$ cat src/dram_dma_pkg.sv
package dram_dma_pkg;

   // ---------------------------------------------------------------------
   // geometry
   // ---------------------------------------------------------------------
   localparam int NUM_CHAN   = 4;
   localparam int CHAN_SEL_W = 2;
   localparam int WORD_W     = 6;
   localparam int MEM_DEPTH  = 64;
   localparam int ADDR_W     = 8;
   localparam int DATA_W     = 32;

   // fifo depth and starting credit count on every link
   localparam int CREDITS = 4;

   // debug id and ctl0 field positions
   localparam logic [31:0] CL_ID0      = 32'hf000_1d0f;
   localparam int          DBG_EN_BIT  = 31;
   localparam int          DBG_SEL_LSB = 28;

   typedef logic [CHAN_SEL_W-1:0]            chan_sel_t;
   typedef logic [WORD_W-1:0]                word_t;
   typedef logic [ADDR_W-1:0]                addr_t;
   typedef logic [DATA_W-1:0]                data_t;
   // wide enough to hold CREDITS itself
   typedef logic [$clog2(CREDITS+1)-1:0]     credit_t;

   typedef struct packed {
      logic  write;
      word_t word;
      data_t data;
   } dram_cmd_t;

   typedef struct packed {
      word_t word;
      data_t data;
   } dram_rsp_t;

endpackage

$ cat src/dram_ctl.sv
`timescale 1ns/1ns

module dram_ctl
   import dram_dma_pkg::*;
(
   input  logic                clk,
   input  logic                sync_rst_n,
   input  logic [31:0]         ctl0,
   input  logic                flr_assert,
   output logic                flr_done,
   output logic [NUM_CHAN-1:0] scrub_en,
   input  logic [NUM_CHAN-1:0] scrub_done,
   input  word_t               scrub_addr [NUM_CHAN],
   output logic [31:0]         status0,
   output logic [31:0]         id0
);

   logic [31:0] ctl0_q;
   logic        flr_q;
   logic        dbg_en;
   chan_sel_t   dbg_sel;

   // low bits of ctl0 are the per channel scrub enables
   assign scrub_en = ctl0_q[NUM_CHAN-1:0];
   assign dbg_en   = ctl0_q[DBG_EN_BIT];
   // only the low two bits of the 3-bit select matter with four channels
   assign dbg_sel  = ctl0_q[DBG_SEL_LSB +: CHAN_SEL_W];

   always_ff @(posedge clk or negedge sync_rst_n)
      if (!sync_rst_n)
      begin
         ctl0_q  <= '0;
         status0 <= '0;
         id0     <= CL_ID0;
      end
      else
      begin
         ctl0_q  <= ctl0;
         status0 <= 32'(scrub_done);
         id0     <= dbg_en ? 32'(scrub_addr[dbg_sel]) : CL_ID0;
      end

   // flr done pulses, toggling while the request is held
   always_ff @(posedge clk or negedge sync_rst_n)
      if (!sync_rst_n)
      begin
         flr_q    <= 1'b0;
         flr_done <= 1'b0;
      end
      else
      begin
         flr_q    <= flr_assert;
         flr_done <= flr_q && !flr_done;
      end

endmodule

$ cat config.mk
export PLATFORM = sky130hd
export DESIGN_NAME = dram_ctl
export DESIGN_NICKNAME = d
export VERILOG_FILES = /design/src/dram_dma_pkg.sv /design/src/dram_ctl.sv
export SDC_FILE = /design/constraint.sdc
export NUM_CORES = 1
export LEC_CHECK = 0
export ABC_AREA = 0
export ABC_CLOCK_PERIOD_IN_PS = 4400
export BUFFER_PORTS_ARGS = -buffer_cell sky130_fd_sc_hd__clkbuf_2
export CAP_MARGIN = 20
export CORE_MARGIN = 2
export CORE_UTILIZATION = 30
export CTS_CLUSTER_SIZE = 10
export DETAILED_ROUTE_END_ITERATION = 8
export PLACE_DENSITY = 0.82
export SYNTH_ARGS = -nofsm -noshare
export SYNTH_HDL_FRONTEND = slang
export SYNTH_SLANG_ARGS = --single-unit
$ cat constraint.sdc
create_clock -name clk -period 4.4 [get_ports clk]
set_clock_uncertainty 0.2 [all_clocks]
set_input_delay 0.44 -clock clk [delete_from_list [all_inputs] [get_ports clk]]
set_output_delay 0.44 -clock clk [all_outputs]
set_load 0.005 [all_outputs]
Word level (Yosys, flattened, before mapping)

Cells that the tools add are included.

Bits in latches: 0
ROM bits: 0
Register bits: 70
Output and inout port bits: 69
Memories kept: 0
Bits of input ports: 63
RAM bits: 0

Divide/modulo/power cells: 0
$lt $le $gt $ge: 1
Reduce and logical (&&, ||, !) cells: 2
Bitwise gates (word level): 1
Multipliers: 0
$add $sub $neg: 0
Shift operators: 0
Muxes and demuxes: 4
Equal/unequal tests: 0

Operators by type and width:

| operator             | count |
|---|---|
| $mux W32             | 1 |
| $bmux W6 S2          | 1 |
| $mux W6              | 2 |
| $ge A3 B3 Y1 const B | 1 |
| $not A2 Y3           | 1 |
| $logic_and A1 B1 Y1  | 1 |
| $logic_not A1 Y1     | 1 |

Longest topological paths before layout

Depth after elaboration: 5
Depth in mapped cells: 3
Mapped depth without buffers: 2

Worst setup path before layout

No wires, ideal clock.

Path type: register to register
Start point: reg ctl0_q[28]
End point: reg id0[4]
Path buffers: 1
Cell stages (with the launch flop): 4
Library setup time: 0.119 ns
Arrival time: 1.080 ns
Setup slack: 3.001 ns
Data required time: 4.081 ns
Cell sequence: dfrtp_1 > buf_6 > mux4_2 > and2_1

Cells in the longest elaborated chain, start to end: 5

Ends and longest elaborated chain:

| item                                       | line           | text |
|---|---|---|
| start, declared                            | dram_ctl.sv:18 | `logic [31:0] ctl0_q;` |
| start signal, assigned                     | dram_ctl.sv:38 | `ctl0_q <= ctl0;` |
| $not A2 Y3 (implied by the code)           | dram_ctl.sv:40 | `id0 <= dbg_en ? 32'(scrub_addr[dbg_sel]) : CL_ID0;` |
| $bmux W6 S2                                | dram_ctl.sv:40 |  |
| $mux W6 (implied by the code) (2 in a row) | dram_ctl.sv:40 |  |
| $mux W32                                   | dram_ctl.sv:40 |  |
| end signal, assigned                       | dram_ctl.sv:40 |  |
| end, declared                              | dram_ctl.sv:15 | `output logic [31:0] id0` |

Every way passes these cells. The select of a mux whose other input is x is not followed.

==> results.yml <==
global_routing:
  antenna_found_initial: 0
  use_met3_pct: 2.568
  grt_usage_pct: 8.775
  grt_pass1_wl_um: 2766
  grtUsageMet1_pct: 9.440
  overflow: 0
  grt.met2_usage_pct: 15.05
  grt_pass1_vias: 617
  grt_busiest_layer: "met2"
  grt_max_degree: 21
logic_synthesis:
  yosysSeqAreaShare_pct: 44.75
  synth.avg_cell_area_um2: 12.18
  yosysWarnings: 0
  synthCells: 93
  yosysTopAreaCellShare_pct: 37.79
  syn_area_um2: 1132
  synth_top_area_cell: "buf_4"
  synth_cell_type_count: 10
  ys_ff_latch: 20
  ys_top_cells_by_area: "buf_4, dfrtp_1, mux4_2"
clock_tree:
  cts.sinks: 20
  cts_buffers: 3
  cts_tree: "done"
  insertion_delay_ns: 0.26
  cts_setup_buffers: 0
  clock-root-buffer: "clkbuf_8"
  htreeDepth: 1
  clk_pin_slew_ns: 0.08
  clk_path_buf_depth: 2
final_layout:
  mostFrequentLayoutCells: "clkbuf_2, conb_1, dfrtp_1, mux4_2, dfstp_2"
  drive_gt1_share_pct: 51.72
  area_delta_synth_final_pct: 15.14
  fin_util_pct: 35.88
  fin_nets: 209
  num_antenna_cells: 0
  final_common_cell: "clkbuf_2"
setup_path:
  cp_max_fo: 8
  crit_family: "flip-flops"
  crit_slowest_cell: "dfstp_2"
  path_class: "reg -> out"
  cpPeakStageDelay_ns: 0.60
  path_buf_inv: 1
  startpoint_type: "flop"
  crit_path_end_kind: "output port"
  crit_chain: "clkbuf_2"
  worstPathArrival_ns: 0.98
  r2r_start: "ctl0_q[28]$_DFF_PN0_"
  worstPathRequired_ns: 3.76
  startpoint: "id0[30]$_DFF_PN1_"
floorplan:
  num_io_pins: 132
  initial_core_util_pct: 31.16
  fp.coreArea_um2: 3633
  rows: 22
  dieArea_um2: 4282
  die_x_um: 65.44
  die_h_um: 65.44
route:
  postRouteAntennaNets: 0
  vias: 667
  wire_per_inst_um: 9.207
  totalWireLength_um: 1777
  dr.pass1.iters: 2
  drc_errors: 0
  avgViaCountPerCell: 3.456
  drt-initial-drc-count: 1
timing:
  finalHoldViolCount: 0
  slew_violations: 0
  fin_tns_setup_ns: 0
  setup_ws_ns: 2.780
  rsz0062_at_grt: "false"
  finalSetupViolCount: 0
  finalCritPeriodShare_pct: 36.81
  finalCriticalPeriod_ns: 1.620
  fmax_mhz: 617.4
power_and_ir_drop:
  p_per_area_nw_per_um2: 338.8
  irDropWorstVdd_v: 0.0002041
  p_leak_nw: 0.7289
job:
  cap_viol_max_count: 0
placed_design:
  dp_slack_ns: 2.801
  dp_hpwl_um: 1605
  place.gp.congestion: 0.6639
  place.port_buffers: 60
min_path:
  hold_class: "in -> reg"
  worstHoldStart: "scrub_done[1]"
status:
  status: "finished, final reports clean"
[synth_stat cells (all sizes together)]
master  number
inv          1
nor2b        1
buf         58
mux4         6
dfstp        5
dfrtp       15
nand2b       4
and2         2
conb         1
[logic make-up (layout without fill, tap and decap cells)]
| family | count (synthesis) | count (layout) | share of synthesized area, % |
|---|---|---|---|
| buffers and inverters | 59 | 66 | 39.12 |
| DFF | 20 | 20 | 44.75 |
| and+or+nand+nor | 7 | 7 | 3.867 |
| muxes | 6 | 6 | 11.93 |
| other | 1 | 46 | 0.3312 |
[per-stage QoR]
stage	instances	total power, mW	hold WS (ns)	cell area, µm²
after floorplan	138	0.2672	-0.05559	1301
after global placement	188	0.2615	0.2077	1222
after detailed placement	188	0.2641	0.2190	1222
after CTS	193	0.4451	0.07790	1304
after global routing	193	0.4663	0.06272	1304
final	193	0.4418	0.08072	1304
[flip-flops by register name, summed over array words and instances (netlist names)]
signal and cells:
ctl0_q 7, status0 4, flr_q 1, id0 7
flr_done 1
[area by class of cell]
class / count / area, µm²
fillers: 382 / 2330
flip-flops and latches: 20 / 506.7
clock inverters: 1 / 30.03
inverters: 1 / 3.754
clock buffers: 3 / 41.29
multi-input cells: 59 / 351.6
repair buffers: 61 / 310.3
well taps: 48 / 60.06
[worst paths after layout]
kind | end | depth (start not counted) | slack, ns
setup / recovery | id0[12] | 1 | 2.78
hold / removal | status0[1]$_DFF_PN0_ | 1 | 0.08
setup reg to reg | id0[5]$_DFF_PN0_ | 2 | 2.82
hold reg to reg | flr_done$_DFF_PN0_ | 1 | 0.23
max in group asynchronous | id0[3]$_DFF_PN1_ | 2 | 3.19
min in group asynchronous | flr_q$_DFF_PN0_ | 2 | 0.46
[power by group]
| part | switching [mW] | internal [mW] | leakage (nW) | total (mW) |
|---|---|---|---|---|
| logic | 0.0256 | 0.0309 | 0.462 | 0.0566 |
| clock network | 0.0602 | 0.121 | 0.0357 | 0.182 |
| registers | 0.00660 | 0.197 | 0.231 | 0.204 |
| total | 0.0925 | 0.349 | 0.729 | 0.442 |
[metal layers]
metal	vias up	share of wire [%]
li1	294	-
met1	296	34
met2	72	50
met3	5	14
met4	0	2.6
met5	-	0
[timing repair]
| action | CTS | global route |
|---|---|---|
| hold buffers | 1 | 0 |
| gates resized for setup | 0 | 0 |
| endpoints found under the hold margin | 15 | 0 |
No activity file was read; power rests on OpenSTA's default activity.
