===== src/dram_dma_pkg.sv =====
package dram_dma_pkg;

   // ---------------------------------------------------------------------
   // geometry
   // ---------------------------------------------------------------------
   localparam int NUM_CHAN   = 4;
   localparam int CHAN_SEL_W = 2;
   localparam int WORD_W     = 6;
   localparam int MEM_DEPTH  = 64;
   localparam int ADDR_W     = 8;
   localparam int DATA_W     = 32;

   // fifo depth and starting credit count on every link
   localparam int CREDITS = 4;

   // debug id and ctl0 field positions
   localparam logic [31:0] CL_ID0      = 32'hf000_1d0f;
   localparam int          DBG_EN_BIT  = 31;
   localparam int          DBG_SEL_LSB = 28;

   typedef logic [CHAN_SEL_W-1:0]            chan_sel_t;
   typedef logic [WORD_W-1:0]                word_t;
   typedef logic [ADDR_W-1:0]                addr_t;
   typedef logic [DATA_W-1:0]                data_t;
   // wide enough to hold CREDITS itself
   typedef logic [$clog2(CREDITS+1)-1:0]     credit_t;

   typedef struct packed {
      logic  write;
      word_t word;
      data_t data;
   } dram_cmd_t;

   typedef struct packed {
      word_t word;
      data_t data;
   } dram_rsp_t;

endpackage


===== src/dma_cmd_router.sv =====
`timescale 1ns/1ns

module dma_cmd_router
   import dram_dma_pkg::*;
(
   input  logic                clk,
   input  logic                sync_rst_n,
   input  logic                cmd_valid,
   input  logic                cmd_write,
   input  addr_t               cmd_addr,
   input  data_t               cmd_data,
   output logic                cmd_ready,
   output logic [NUM_CHAN-1:0] chan_valid,
   output dram_cmd_t           chan_cmd,
   input  logic [NUM_CHAN-1:0] chan_credit
);

   credit_t             credit_cnt [NUM_CHAN];
   chan_sel_t           sel;
   logic                accept;
   logic [NUM_CHAN-1:0] take;

   // top address bits pick the channel
   assign sel       = cmd_addr[ADDR_W-1 -: CHAN_SEL_W];
   assign cmd_ready = (credit_cnt[sel] != '0);
   assign accept    = cmd_valid && cmd_ready;

   always_comb
   begin
      take = '0;
      if (accept)
         take[sel] = 1'b1;
   end

   // ---------------------------------------------------------------------
   // per channel credit counters
   // ---------------------------------------------------------------------
   always_ff @(posedge clk or negedge sync_rst_n)
      if (!sync_rst_n)
      begin
         for (int i = 0; i < NUM_CHAN; i++)
            credit_cnt[i] <= credit_t'(CREDITS);
      end
      else
      begin
         for (int i = 0; i < NUM_CHAN; i++)
            credit_cnt[i] <= credit_cnt[i] + credit_t'(chan_credit[i]) - credit_t'(take[i]);
      end

   // registered send, lands in the channel fifo on the next edge
   always_ff @(posedge clk or negedge sync_rst_n)
      if (!sync_rst_n)
         chan_valid <= '0;
      else
         chan_valid <= take;

   always_ff @(posedge clk)
      if (accept)
         chan_cmd <= '{write: cmd_write, word: cmd_addr[WORD_W-1:0], data: cmd_data};

   for (genvar i = 0; i < NUM_CHAN; i++)
   begin : g_chk
      // a channel returning more credits than it was given is a protocol bug
      a_credit_bound: assert property (@(posedge clk) disable iff (!sync_rst_n)
         credit_cnt[i] <= credit_t'(CREDITS));
   end

endmodule


===== config.mk =====
export PLATFORM = sky130hd
export DESIGN_NAME = dma_cmd_router
export DESIGN_NICKNAME = d
export VERILOG_FILES = /design/src/dram_dma_pkg.sv /design/src/dma_cmd_router.sv
export SDC_FILE = /design/constraint.sdc
export NUM_CORES = 1
export LEC_CHECK = 0
export ABC_CLOCK_PERIOD_IN_PS = 4900
export CAP_MARGIN = 10
export CORE_UTILIZATION = 53
export CTS_CLUSTER_DIAMETER = 100
export DETAILED_ROUTE_END_ITERATION = 6
export DONT_BUFFER_PORTS = 1
export GPL_ROUTABILITY_DRIVEN = 1
export PLACE_DENSITY = 0.68
export SLEW_MARGIN = 5
export SYNTH_ARGS = -nofsm -noshare
export SYNTH_HDL_FRONTEND = slang
export SYNTH_SLANG_ARGS = --single-unit

===== constraint.sdc =====
create_clock -name clk -period 4.9 [get_ports clk]
set_input_delay 1.47 -clock clk [delete_from_list [all_inputs] [get_ports clk]]
set_output_delay 1.47 -clock clk [all_outputs]
set_load 0.02 [all_outputs]

Yosys cells after proc, flatten, opt, wreduce, memory -nomap -nowiden
Cells that the tools add are included.
- word-level logic and storage cells: 29
- register bits: 55
- bits of input ports: 48
- output and inout port bits: 44
- multiplexer cells: 6
- magnitude comparators: 3
- reduce and logical (&&, ||, !) cells: 3
- bitwise gates (word level): 1
- add/sub/neg operators: 8
- operator list (kind ; number):
    $add 3x1->3 ; 4
    $sub 3x1->3 ; 4
    $bmux 3 s2 ; 1
    $mux 3 ; 2
    $mux 4 ; 1
    $ge 3x3->1 const B ; 1
    $lt 2x3->1 const B ; 1
    $not 2->3 ; 1
    $reduce_bool 3->1 ; 1
    $demux 1 s2 ; 1
    $ge 2x1->1 const B ; 1
    $logic_and 1x1->1 ; 2
    $mux 1 ; 1

Longest topological paths before layout
- word-level depth: 8
- gate-level depth with buffers: 9
- mapped depth without buffers: 9

Least setup slack after synthesis
Ideal clock, no wire load.
- path type: input port to flip-flop
- start: input cmd_addr[6]
- end: register chan_cmd[0] in the netlist's numbering, enable pin
- data required time: 4.404 ns
- setup time: 0.496 ns
- arrival time: 4.620 ns
- buffers on the path: 0
- stages on the path: 3
- slack: -0.216 ns
- path through: inv_2 -> o41ai_4 -> o32ai_1
- word-level cells in the longest chain between the ends: 6
- RTL lines (what ; RTL line ; text):
    start, declared ; dma_cmd_router.sv:10 ; input addr_t cmd_addr,
    $not 2->3 (not written as such) ; dma_cmd_router.sv:25 ; assign cmd_ready = (credit_cnt[sel] != '0);
    $bmux 3 s2 ; dma_cmd_router.sv:25 ;
    $mux 3 (not written as such) (2 in series) ; dma_cmd_router.sv:25 ;
    $reduce_bool 3->1 ; dma_cmd_router.sv:25 ;
    $logic_and 1x1->1 ; dma_cmd_router.sv:26 ; assign accept = cmd_valid && cmd_ready;
    end signal, assigned ; dma_cmd_router.sv:59 ; chan_cmd <= '{write: cmd_write, word: cmd_addr[WORD_W-1:0], data: cmd_data};
    end, declared ; dma_cmd_router.sv:14 ; output dram_cmd_t chan_cmd,
No other way between the ends. The select of a mux whose other input is x is not followed.
A chain may end at the register's enable or synchronous reset.

Worst setup path in the final report
- start: input cmd_addr[6]
- end: output cmd_ready
- word-level cells in the longest chain between the ends: 5
- RTL lines (what ; RTL line ; text):
    $not 2->3 (not written as such) ; dma_cmd_router.sv:25 ;
    $bmux 3 s2 ; dma_cmd_router.sv:25 ;
    $mux 3 (not written as such) (2 in series) ; dma_cmd_router.sv:25 ;
    $reduce_bool 3->1 ; dma_cmd_router.sv:25 ;
    end, declared ; dma_cmd_router.sv:12 ; output logic cmd_ready,
No other way between the ends. The select of a mux whose other input is x is not followed.

==> out/results.tsv <==
stage	metric	value	unit
timing	Worst Skew	0.00638	ns
logic_synthesis	Post-synth top cells	edfxtp_1 (39), inv_1 (17), dfrtp_1 (12)	
global_route	gr busiest metal	met2	
layout	area taken by multi-input logic gates	375	um2
timing	final hold vios	0	
power	Static Leak	0.831	nW
critical_path	type of origin of the critical path	primary input	
power	clock group share of total power	0.191	
layout	Fillers	250	
timing	RSZ-0062 raised after global routing	no	
power	Comb pwr share	0.186	
clock_network	maximum clock path buffer count	2	
die	Die H	63.4	um
critical_path	crit path max fanout	7	
timing	final setup vio count	0	
critical_path	number of buffers and inverters on the critical path	0	
power	sw power	0.000373	W
outcome	status	complete, no violations	
global_route	met2 Track Usage GR	0.239	
die	Die X	63.4	um
clock_network	cts hold-fix bufs	0	
global_route	vias in the first global route	901	
power	total power draw	0.00121	W
logic_synthesis	Post-Synthesis Cell Area	2000	um2
place	RePlAce Congestion	0.751	
clock_network	CTS Root Cell	clkbuf_8	
timing	minimum clock period	3.89	ns
clock_network	post-CTS resize count	0	
detailed_routing	via/cell ratio	5.46	
global_route	initial antenna violation count	0	
layout	fraction of layout cells with a size suffix above 1	0.122	
clock_network	CTS tree	built	
detailed_routing	drt first-iter violations	88	
timing	setup_tns	0	ns
logic_synthesis	Synth Area per Inst	18.9	um2
critical_path	CP peak stage delay	0.61	ns
layout	Synth-to-Final Area Change	8.38	%
logic_synthesis	Syn Inst Count	106	
critical_path	CP Capture Type	primary output	
logic_synthesis	Post-synth ARST share	0.291	
logic_synthesis	most frequent cell after synthesis	edfxtp_1	
logic_synthesis	area leader, netlist	edfxtp_1	
logic_synthesis	largest cells by area after synthesis	edfxtp_1 (59%), dfrtp_1 (15%), dfstp_2 (5.3%)	
die	IO Pins	92	
logic_synthesis	post-synth top area share	0.585	
power	Sw Ratio	0.307	
clock_network	H-tree levels	2	
global_route	first-pass GRT wire length	4700	um
critical_path	Required @ worst endpoint	3.43	ns
layout	nets	174	
logic_synthesis	#FFs+latches synth	55	
critical_path	type of the worst setup path	primary input to primary output	
die	starting density of the core	0.577	
critical_path	slowest cell on the critical path	nor4_1	
global_route	met3 Use GR	0.0797	
global_route	GR met1 Demand/Resource	0.209	
timing	relative slew slack	0.531	
global_route	GR Util All Layers	0.165	
clock_network	CTS sink cnt	55	
logic_synthesis	Distinct cells, synth	18	
global_route	pin count of the biggest net entering global routing	40	
detailed_routing	Antenna Nets Post-Route	0	
critical_path	CP cell instances	nor4_1 > o22ai_1	
logic_synthesis	Post-synth EDFFs	39	
power	total internal power	0.000842	W
timing	final worst path period share	0.795	
global_route	GRT overflow	0	
place	IO buf count	0	
place	post-DP HPWL	2210	um
timing	Worst-Margin Slew	0.698	ns
die	core footprint	3470	um2
power	peak supply drop	0.302	mV
timing	Max Slew Vio Count	0	
layout	Antenna Cells	0	
worst_hold_path	worst min path class	flip-flop to flip-flop	
layout	Sequential Area	1580	um2
clock_network	Num CTS Buffers	5	
die	DIE AREA	4020	um2
detailed_routing	DR pass1 iterations	3	
logic_synthesis	top_reg_cell synth	edfxtp_1	
logic_synthesis	post-synthesis sequential area ratio	0.788	
critical_path	CP delay by family, top	simple AND/OR/NAND/NOR gates	
logic_synthesis	YS warnings	0	
timing	highest clock rate	0.257	GHz
detailed_routing	routed vias	879	
detailed_routing	DR WL/cell	18.4	um
power	P per Cell Area	560	nW/um2
die	row cnt	21	
logic_synthesis	Syn Nets	166	
power	Seq pwr share	0.623	
clock_network	Post CTS Setup Buffer Count	0	
detailed_routing	final wirelength	2970	um
job	total of max-cap violations	0	
detailed_routing	post-route DRC violation count	0	
critical_path	Arrival @ worst endpoint	2.42	ns
clock_network	Worst-path clk slew	0.08	ns
clock_network	Worst-Skew Late Latency	0.30	ns
stage by stage:
stage                      util  hold slack (ns)  setup WS, ns  area [um2]  std cells
final                     0.625            0.497          1.01        2170        161
after global routing      0.625            0.520         0.898        2170        161
after CTS                 0.625            0.499         0.999        2170        161
after detailed placement  0.601            0.487         0.999        2080        153
after global placement    0.601            0.483          1.05        2080        153
after floorplan               -            0.470          1.21        2010        106
path summary, 6_finish.rpt:
check,startpoint,to,slack (ns),cells after the start
setup / recovery,cmd_addr[6],cmd_ready,1.01,2
hold / removal,credit_cnt[5],credit_cnt[5],0.50,1
setup reg to reg,credit_cnt[5],credit_cnt[5],2.41,9
hold reg to reg,credit_cnt[5],credit_cnt[5],0.50,1
max in group asynchronous,sync_rst_n,credit_cnt[8],3.87,0
min in group asynchronous,sync_rst_n,chan_valid[3],0.86,0
state kept, by name, indices dropped and copies added (netlist names):
| signal | cells |
|---|---|
| chan_cmd | 39 |
| chan_valid | 4 |
| credit_cnt | 12 |
cell families (layout without fill, tap and decap cells):
group / count (synthesis) / after routing / share of synthesized area
XOR/XNOR: 8 / 8 / 0.0350
adder cells (fa/ha/maj): 12 / 12 / 0.0901
AND/OR/NAND/NOR: 10 / 10 / 0.0319
AO/OA/AOI/OAI: 3 / 3 / 0.0213
flip-flops: 55 / 55 / 0.788
buffers and inverters: 18 / 27 / 0.0338
power by group through the flow:
stage	Sequential [W]	Clock, W	Combinational [W]
floorplan	0.000752	0	0.000188
global placement	0.000768	0	0.000208
detailed placement	0.000768	0	0.000233
CTS	0.000759	0.000238	0.000235
global route	0.000768	0.000261	0.000269
finish	0.000757	0.000232	0.000226
metal layers:
layer  vias up  wire (um)
li1        385          -
met1       435       1250
met2        53       1460
met3         6        221
met4         0         42
met5         -          0
layout by cell type, fill, tap and decap left out:
| cell | Yosys | final |
|---|---|---|
| nand2b_1 | 1 | 1 |
| inv_1 | 17 | 17 |
| edfxtp_1 | 39 | 39 |
| nand3_1 | 1 | 1 |
| nor2_1 | 1 | 1 |
| or2_1 | 1 | 1 |
| o32ai_4 | 0 | 1 |
| o22ai_1 | 1 | 1 |
| clkbuf_8 | 0 | 5 |
| dfrtp_1 | 12 | 12 |
| xnor2_1 | 7 | 7 |
| ha_1 | 8 | 8 |
| clkinvlp_4 | 0 | 1 |
| inv_2 | 1 | 1 |
| clkbuf_1 | 0 | 2 |
| buf_4 | 0 | 1 |
| nor4_1 | 4 | 4 |
| xor2_1 | 1 | 1 |
| o41ai_4 | 1 | 1 |
| dfstp_2 | 4 | 4 |
| fa_1 | 4 | 4 |
| nor4b_1 | 2 | 2 |
cell type report:
class | instances | area share
inverters | 18 | 0.0312
clock inverters | 1 | 0.00346
well taps | 46 | 0.0265
multi-input cells | 33 | 0.173
clock buffers | 7 | 0.0352
flip-flops and latches | 55 | 0.727
repair buffers | 1 | 0.00346
(Power assumes the default switching activity.)
