File: src/dram_dma_pkg.sv
package dram_dma_pkg;

   // ---------------------------------------------------------------------
   // geometry
   // ---------------------------------------------------------------------
   localparam int NUM_CHAN   = 4;
   localparam int CHAN_SEL_W = 2;
   localparam int WORD_W     = 6;
   localparam int MEM_DEPTH  = 64;
   localparam int ADDR_W     = 8;
   localparam int DATA_W     = 32;

   // fifo depth and starting credit count on every link
   localparam int CREDITS = 4;

   // debug id and ctl0 field positions
   localparam logic [31:0] CL_ID0      = 32'hf000_1d0f;
   localparam int          DBG_EN_BIT  = 31;
   localparam int          DBG_SEL_LSB = 28;

   typedef logic [CHAN_SEL_W-1:0]            chan_sel_t;
   typedef logic [WORD_W-1:0]                word_t;
   typedef logic [ADDR_W-1:0]                addr_t;
   typedef logic [DATA_W-1:0]                data_t;
   // wide enough to hold CREDITS itself
   typedef logic [$clog2(CREDITS+1)-1:0]     credit_t;

   typedef struct packed {
      logic  write;
      word_t word;
      data_t data;
   } dram_cmd_t;

   typedef struct packed {
      word_t word;
      data_t data;
   } dram_rsp_t;

endpackage

File: src/credit_fifo.sv
`timescale 1ns/1ns

module credit_fifo
   import dram_dma_pkg::*;
#(
   parameter type payload_t = logic
)
(
   input  logic     clk,
   input  logic     sync_rst_n,
   input  logic     push,
   input  payload_t push_data,
   input  logic     pop,
   output payload_t pop_data,
   output logic     empty,
   output logic     credit
);

   payload_t                   buffer [CREDITS];
   logic [$clog2(CREDITS)-1:0] wr_ptr;
   logic [$clog2(CREDITS)-1:0] rd_ptr;
   credit_t                    count;
   logic                       full;
   logic                       do_pop;

   assign empty    = (count == '0);
   assign full     = (count == credit_t'(CREDITS));
   assign do_pop   = pop && !empty;
   assign pop_data = buffer[rd_ptr];
   // one credit back to the sender per entry freed
   assign credit   = do_pop;

   // pointers wrap on their own, depth is a power of two
   always_ff @(posedge clk or negedge sync_rst_n)
      if (!sync_rst_n)
      begin
         wr_ptr <= '0;
         rd_ptr <= '0;
         count  <= '0;
      end
      else
      begin
         if (push)
            wr_ptr <= wr_ptr + 1'b1;
         if (do_pop)
            rd_ptr <= rd_ptr + 1'b1;
         count <= count + credit_t'(push) - credit_t'(do_pop);
      end

   always_ff @(posedge clk)
      if (push)
         buffer[wr_ptr] <= push_data;

   // the sender's credit count must keep us from ever overflowing
   a_no_push_full: assert property (@(posedge clk) disable iff (!sync_rst_n)
      push |-> !full);

endmodule

File: src/ddr_channel.sv
`timescale 1ns/1ns

module ddr_channel
   import dram_dma_pkg::*;
(
   input  logic      clk,
   input  logic      sync_rst_n,
   input  logic      cmd_valid,
   input  dram_cmd_t cmd,
   output logic      cmd_credit,
   input  logic      scrub_en,
   output logic      scrub_done,
   output word_t     scrub_addr,
   output logic      rsp_valid,
   output dram_rsp_t rsp,
   input  logic      rsp_credit
);

   data_t     mem [MEM_DEPTH];
   dram_cmd_t head;
   logic      fifo_empty;
   logic      scrubbing;
   logic      pop;
   logic      rd_pop;
   credit_t   rsp_credit_cnt;

   credit_fifo #(.payload_t(dram_cmd_t)) u_cmd_fifo (
      .clk        (clk),
      .sync_rst_n (sync_rst_n),
      .push       (cmd_valid),
      .push_data  (cmd),
      .pop        (pop),
      .pop_data   (head),
      .empty      (fifo_empty),
      .credit     (cmd_credit)
   );

   // scrubber owns the memory port until it is done
   assign scrubbing = scrub_en && !scrub_done;
   // a read needs a merge credit before it may leave the fifo
   assign pop    = !fifo_empty && !scrubbing && (head.write || rsp_credit_cnt != '0);
   assign rd_pop = pop && !head.write;

   // ---------------------------------------------------------------------
   // scrubber
   // ---------------------------------------------------------------------
   always_ff @(posedge clk or negedge sync_rst_n)
      if (!sync_rst_n)
      begin
         scrub_addr <= '0;
         scrub_done <= 1'b0;
      end
      else if (!scrub_en)
      begin
         scrub_addr <= '0;
         scrub_done <= 1'b0;
      end
      else if (scrubbing)
      begin
         // address parks on the last word once done
         if (scrub_addr == word_t'(MEM_DEPTH-1))
            scrub_done <= 1'b1;
         else
            scrub_addr <= scrub_addr + 1'b1;
      end

   always_ff @(posedge clk)
      if (scrubbing)
         mem[scrub_addr] <= '0;
      else if (pop && head.write)
         mem[head.word] <= head.data;

   // ---------------------------------------------------------------------
   // read response toward the merge
   // ---------------------------------------------------------------------
   always_ff @(posedge clk)
      if (rd_pop)
         rsp <= '{word: head.word, data: mem[head.word]};

   always_ff @(posedge clk or negedge sync_rst_n)
      if (!sync_rst_n)
      begin
         rsp_valid      <= 1'b0;
         rsp_credit_cnt <= credit_t'(CREDITS);
      end
      else
      begin
         rsp_valid      <= rd_pop;
         rsp_credit_cnt <= rsp_credit_cnt + credit_t'(rsp_credit) - credit_t'(rd_pop);
      end

endmodule

File: config.mk
export PLATFORM = sky130hd
export DESIGN_NAME = ddr_channel
export DESIGN_NICKNAME = d
export VERILOG_FILES = /design/src/dram_dma_pkg.sv /design/src/credit_fifo.sv /design/src/ddr_channel.sv
export SDC_FILE = /design/constraint.sdc
export NUM_CORES = 2
export LEC_CHECK = 0
export BUFFER_PORTS_ARGS = -buffer_cell sky130_fd_sc_hd__buf_4
export CAP_MARGIN = 20
export CORE_MARGIN = 2
export CORE_UTILIZATION = 35
export DETAILED_ROUTE_END_ITERATION = 12
export GPL_TIMING_DRIVEN = 0
export SLEW_MARGIN = 20
export SYNTH_ARGS = -nofsm -noshare
export SYNTH_HDL_FRONTEND = slang
export SYNTH_SLANG_ARGS = --single-unit
File: constraint.sdc
create_clock -name clk -period 7.9 [get_ports clk]
set_clock_uncertainty 0.1 [all_clocks]
set_input_delay 0.395 -clock clk [delete_from_list [all_inputs] [get_ports clk]]
set_output_delay 0.395 -clock clk [all_outputs]
set_load 0.02 [all_outputs]
### Word level (Yosys, flattened, before mapping)

Memory sizes are Yosys's and may differ from the RTL's. A register that Yosys moved wholly into a read port is not among the register bits.
Cells that the tools add are included.
W data, S select, Z words.

| storage, ports and cells | value |
|---|---|
| bits of input ports | 44 |
| output and inout bits | 47 |
| logic and storage cells | 53 |
| memory bits (writable) | 2204 |
| memories kept | 2 |
| flip-flop bits (word level) | 24 |

Memory list:

| name | words | width | read ports | clocked after memory_dff | write ports | line | RTL |
|---|---|---|---|---|---|---|---|
| mem | 64 | 32 | 1 | 1 | 1 | ddr_channel.sv:19 | `data_t mem [MEM_DEPTH];` |
| u_cmd_fifo.buffer | 4 | 39 | 1 | 0 | 1 | credit_fifo.sv:19 | `payload_t buffer [CREDITS];` |

| cells by class | value |
|---|---|
| muxes and demuxes | 16 |
| add/sub/neg operators | 7 |
| reductions and logical operators | 16 |
| equality and inequality tests | 4 |

Operators by type and width:

| kind | count |
|---|---|
| $mux W32 | 1 |
| $reduce_or A32 Y1 | 1 |
| $mux W6 | 4 |
| $mux W1 | 11 |
| $add A3 B1 Y3 | 2 |
| $add A6 B1 Y6 const B | 1 |
| $eq A6 B6 Y1 const B | 1 |
| $logic_and A1 B1 Y1 | 6 |
| $sub A3 B1 Y3 | 2 |
| $add A2 B1 Y2 const B | 2 |
| $logic_not A1 Y1 | 4 |
| $ne A2 B1 Y1 const B | 2 |
| $reduce_and A2 Y1 | 2 |
| $logic_not A3 Y1 | 1 |
| $reduce_bool A3 Y1 | 1 |
| $ne A2 B2 Y1 const B | 1 |
| $logic_or A1 B1 Y1 | 1 |

### Logic depth before layout (Yosys ltp)

| logic depth | value |
|---|---|
| depth in word-level cells | 11 |
| gate-level depth with buffers | 13 |
| gate-level depth less buffers | 9 |

### Hierarchy

From an unflattened synthesis, not the netlist that was laid out.

| unflattened totals | value |
|---|---|
| cell total of the unflattened synthesis | 3836 |
| area total of the unflattened synthesis | 86203.9 sq um |

Modules (own cells, without submodules):

| module | seq. area each (sq um) | cells an instance | times used | area each (sq um) |
|---|---|---|---|---|
| ddr_channel | 62916.6 | 3597 | 1 | 80130.6 |
| credit_fifo | 4859.7 | 239 | 1 | 6073.3 |

### Worst setup path before layout

Ideal clock, no wire load.

| path | value |
|---|---|
| path type | flip-flop to flip-flop |
| start point | register u_cmd_fifo.rd_ptr[0] |
| end point | register rsp_credit_cnt[2] |
| setup time | 0.075 ns |
| data arrival time | 5.307 ns |
| cell stages (with the launch flop) | 11 |
| path slack | 2.418 ns |
| data required time | 7.725 ns |
| clock period less this slack | 5.482 ns |
| path buffers | 2 |
| cell sequence | dfrtp_1 buf_2 buf_4 mux4_2 nor3_1 ha_1 inv_1 ha_1 fa_1 xnor2_1 xnor2_1 |

| between the ends | value |
|---|---|
| cells in the longest elaborated chain, start to end | 5 |
| elaborated cells between the ends (all ways) | 6 |
| classes of those cells | add/sub (1); reduce/logical (4); memory (1) |

RTL lines:

| element | line | RTL |
|---|---|---|
| from (decl) | credit_fifo.sv:21 | `logic [$clog2(CREDITS)-1:0] rd_ptr;` |
| from (signal assigned) | credit_fifo.sv:46 | `rd_ptr <= rd_ptr + 1'b1;` |
| $mem_v2 Z4 W39 (*) | n/a |  |
| $logic_or A1 B1 Y1 | ddr_channel.sv:41 | `assign pop = !fifo_empty && !scrubbing && (head.write \|\| rsp_credit_cnt != '0);` |
| $logic_and A1 B1 Y1 | ddr_channel.sv:41 |  |
| $logic_and A1 B1 Y1 (*) | ddr_channel.sv:42 | `assign rd_pop = pop && !head.write;` |
| named net rd_pop | ddr_channel.sv:24 | `logic rd_pop;` |
| $sub A3 B1 Y3 (*) | ddr_channel.sv:89 | `rsp_credit_cnt <= rsp_credit_cnt + credit_t'(rsp_credit) - credit_t'(rd_pop);` |
| to (signal assigned) | ddr_channel.sv:84 | `rsp_credit_cnt <= credit_t'(CREDITS);` |
| to (signal assigned) | ddr_channel.sv:89 |  |
| to (decl) | ddr_channel.sv:25 | `credit_t rsp_credit_cnt;` |

The timed path passes the listed nets; every way through them passes the cells marked *.
A chain may end at the register's enable or synchronous reset.

### Worst setup path in the final report

| path | value |
|---|---|
| start point | register u_cmd_fifo.rd_ptr[0] |
| end point | memory mem[4][24] in the netlist's numbering, enable pin |

| between the ends | value |
|---|---|
| cells in the longest elaborated chain, start to end | 9 |
| elaborated cells between the ends (all ways) | 10 |
| classes of those cells | mux (5); reduce/logical (4); memory (1) |

RTL lines:

| element | line | RTL |
|---|---|---|
| $mem_v2 Z4 W39 (*) | n/a |  |
| $logic_or A1 B1 Y1 | ddr_channel.sv:41 |  |
| $logic_and A1 B1 Y1 | ddr_channel.sv:41 |  |
| $logic_and A1 B1 Y1 | ddr_channel.sv:70 | `else if (pop && head.write)` |
| $mux W1 | ddr_channel.sv:70 |  |
| $mux W1 | ddr_channel.sv:68 | `if (scrubbing)` |
| $mux W1 (implied by the code) | ddr_channel.sv:71 | `mem[head.word] <= head.data;` |
| $reduce_or A32 Y1 (no line) | n/a |  |
| $mux W6 (no line) / $mux W1 (equally long branches) | n/a |  |
| to (decl) | ddr_channel.sv:19 |  |

Every way passes the cells marked *; elsewhere a longest branch is shown, timed or not.

==> results.md <==
* Status: complete, no violations
* DRT iter0 DRCs at roughly 5500
* Hold path cells at 2
* Kind of end point of the critical path: register
* Critical path class: reg -> reg
* Asr flop ratio synth at 0.7965%
* Top cells by area, synth: edfxtp_1, mux2i_1, nand2_1, mux4_2, a21oi_1
* Rows at roughly 190
* Worst-path clk slew at 0.06 ns
* Dominant synthesized flop cell: edfxtp_1
* DP Cell Count at 8692
* WL/cell at 25.87 microns
* Post-DP HPWL at 168300 microns
* Final Max Slew Viols at 0
* Post-Route WL at 237200 microns
* Placed Area at 0.09776 sq mm
* RSZ-0062 raised after global routing: no
* Drt first pass iters at 6
* Synthesized Nets at 5105
* Final min period at 5.561 ns
* CP max stage delay at 0.80 ns
* Nets@finish at ~5700
* Initial Util at 35.08%
* Pwr Density at 400.6 mW/mm^2
* Mapped Cells at roughly 5000
* Core Area at 0.2535 sq mm
* Fin util at 41.60%
* CP Launch Type: register
* Worst-Skew Late Latency at 0.87 ns
* Port Buffer Count at 90
* #FFs+latches synth at approximately 2300
* Max Cap Viol at 0
* Total global-route track usage at between 10% and 20%
* CTS H-tree depth at 4
* Sequential cell area fraction in the yosys report at 76.23%
* R2R cell count at 11
* Worst-path maximum fanout at 10
* Slew at the pin closest to its max-slew limit at between 1 and 1.5 ns
* Critical-path top delay cell: nor3_2
* R2R Setup Slk at 2.34 ns
* Clk root buf: clkbuf_16
* Final period util at 70.40%
* Yosys cell types at 52
* Pin count of the biggest net entering global routing at 43
* DRC Markers at 0
* Final hold violations at 0
* CTS tree: built
* CP most frequent cell: buf_4
* Fmax at 179.8 MHz
* Post-route worst setup slack at 2.339 ns
* Initial antenna violation count at 21
* First-pass GRT wire length at 335600 microns
* Leakage at 37.34 nW
* Worst IR Drop VDD at approximately 0.25 mV
* Worst hold path endpoint: u_cmd_fifo.buffer[3][14]$_DFFE_PP_
* Reg2reg end: mem[4][24]$_DFFE_PP_
* Total gr overflow at 0
* Ys Warns at 0
* Worst slew margin at 21.09%
* CP arrival at between 6 and 7 ns
* Setup bufs post-CTS at 0
* Number of synthesized flops with an enable pin at 2242
* Worst EP required at 8.35 ns
* Hold path startpoint: cmd[14]
* Routed Antenna Nets at 0
* Largest area contributor in the netlist: edfxtp_1
* Layout cells sized above 1 at around 16%
* Setup WS pre-CTS at 2.540 ns
* Vias in the first global route at 46510
* Die H at between 500 and 600 microns
* Clock buffer depth at 3
* Final Wtd Congestion at 0.8609
* Vias per cell at between 5 and 6
* Syn Area/Cell at 17.61 sq um
* Detailed-route via count at 47410
* Most common cell after layout, fill and taps aside: edfxtp_1
* CP Cell Sequence: buf_2 > mux4_2 > clkbuf_1 > nor2_1 > o21ai_1 > clkbuf_1 > nor3_2 > buf_4 > buf_4 > buf_4 > buf_4
* Fin cells at slightly above 9000
* DIE AREA at 0.2581 sq mm
* Die width at between 500 and 600 microns
* Total CTS buffers at 229
* Commonest cells after routing, fill and taps aside: edfxtp_1, mux2i_1, nand2_1
* Share of the synthesized area in the top cell type at about three quarters
* Crit Reg-Reg Startpoint: u_cmd_fifo.rd_ptr[0]$_DFFE_PN0P_
* P&R area growth vs syn at 18.58%
* Class of the most critical hold timing path: in -> reg
* Fin area at around 0.11 sq mm
* Setup-failing EPs final at 0
* CTS Sinks at 2260
* Mapped cell area at 0.08891 sq mm
* I/O pin count at slightly above 90
* Setup TNS at 0 ns
* CP startpoint: u_cmd_fifo.rd_ptr[0]$_DFFE_PN0P_
[kinds of logic (layout without fill, tap and decap cells)]
group | Yosys count | count (layout) | share of synthesized area (%)
AOI/OAI and AO/OA | 532 | 532 | 3.988
and+or+nand+nor | 745 | 745 | 3.642
buffers and inverters | 303 | 1044 | 1.915
other | 0 | 13 | 0
xor gates and xnor gates | 11 | 11 | 0.1084
DFF | 2260 | 2260 | 76.23
muxes | 1188 | 1188 | 13.95
adders and majority gates | 11 | 11 | 0.1717
[critical path: cells and delay by family (launching register included)]
| kind | cells | cell delay [ns] |
|---|---|---|
| buffers and inverters | 7 | 2.16 |
| and+or+nand+nor | 2 | 1.54 |
| AOI/OAI and AO/OA | 1 | 0.58 |
| muxes | 1 | 0.51 |
| DFF | 1 | 0.32 |
[metal layers]
| metal | part of all wire (%) | up-vias | routed length [microns] | global-route usage, % |
|---|---|---|---|---|
| li1 | - | 21030 | - | - |
| met1 | 44 | 24210 | 103700 | 25.85 |
| met2 | 44 | 1852 | 105400 | 27.13 |
| met3 | 8.2 | 313 | 19360 | 3.627 |
| met4 | 3.7 | 4 | 8783 | 6.750 |
| met5 | 0.0063 | - | 15 | 0 |
[cells in the mapped netlist (9+ instances only)]
library cell / number
a21oi_1: 157
a221o_1: 31
a22oi_1: 32
a311oi_1: 32
a32oi_1: 62
and2_1: 9
buf_1: 37
buf_2: 73
buf_4: 47
buf_6: 33
clkbuf_1: 94
dfrtp_1: 17
edfxtp_1: 2242
ha_1: 9
inv_1: 13
mux2i_1: 1143
mux4_2: 40
nand2_1: 501
nand3_1: 37
nand4_1: 34
nor2_1: 57
nor2b_1: 44
nor3_1: 20
o21ai_0: 70
o22ai_1: 95
o2bb2ai_1: 31
or4_1: 32
xnor2_1: 9
[worst max path at each step]
stage | end
after floorplan | rsp_credit_cnt[2]$_DFF_PN1_
after global placement | rsp_credit_cnt[2]$_DFF_PN1_
after detailed placement | mem[4][28]$_DFFE_PP_
after CTS | mem[4][24]$_DFFE_PP_
after global routing | mem[4][23]$_DFFE_PP_
final | mem[4][24]$_DFFE_PP_
[per-stage QoR]
stage	hold WS (ns)	total power [mW]
3_5_place_dp	0.2422	31.90
2_1_floorplan	-0.0005911	24.52
4_1_cts	0.09395	42.30
3_3_place_gp	0.2345	31.13
6_report	0.1582	42.23
5_1_grt	0.1263	43.65
[state kept, by name (all words and copies together), names as in the netlist]
register,cells
u_cmd_fifo.wr_ptr,2
scrub_addr,6
u_cmd_fifo.rd_ptr,2
rsp,38
scrub_done,1
mem,2048
rsp_credit_cnt,3
rsp_valid,1
u_cmd_fifo.buffer,156
u_cmd_fifo.count,3
[repair_timing]
action / in CTS / in global routing
resized for setup: 0 / 0
hold endpoints to repair: 187 / 0
hold buffers: 45 / 0
[report_power, final]
group / internal, mW / leakage [nW] / switching (mW) / total, mW
logic: 5.37 / 12.6 / 11.3 / 16.7
registers: 15.0 / 21.3 / 0.159 / 15.2
clock network: 5.85 / 3.50 / 4.56 / 10.4
[cell type report]
class	count	area (sq um)
inverter	15	61.31
antenna	13	32.53
clock inverter	147	1234
tap	3366	4212
fill	22300	148000
sequential	2260	67780
multi-input combinational	2487	20140
timing repair buffer	321	4385
clock buffer	273	5947
buffer	288	1648
Power figures use the tool's default switching activity.
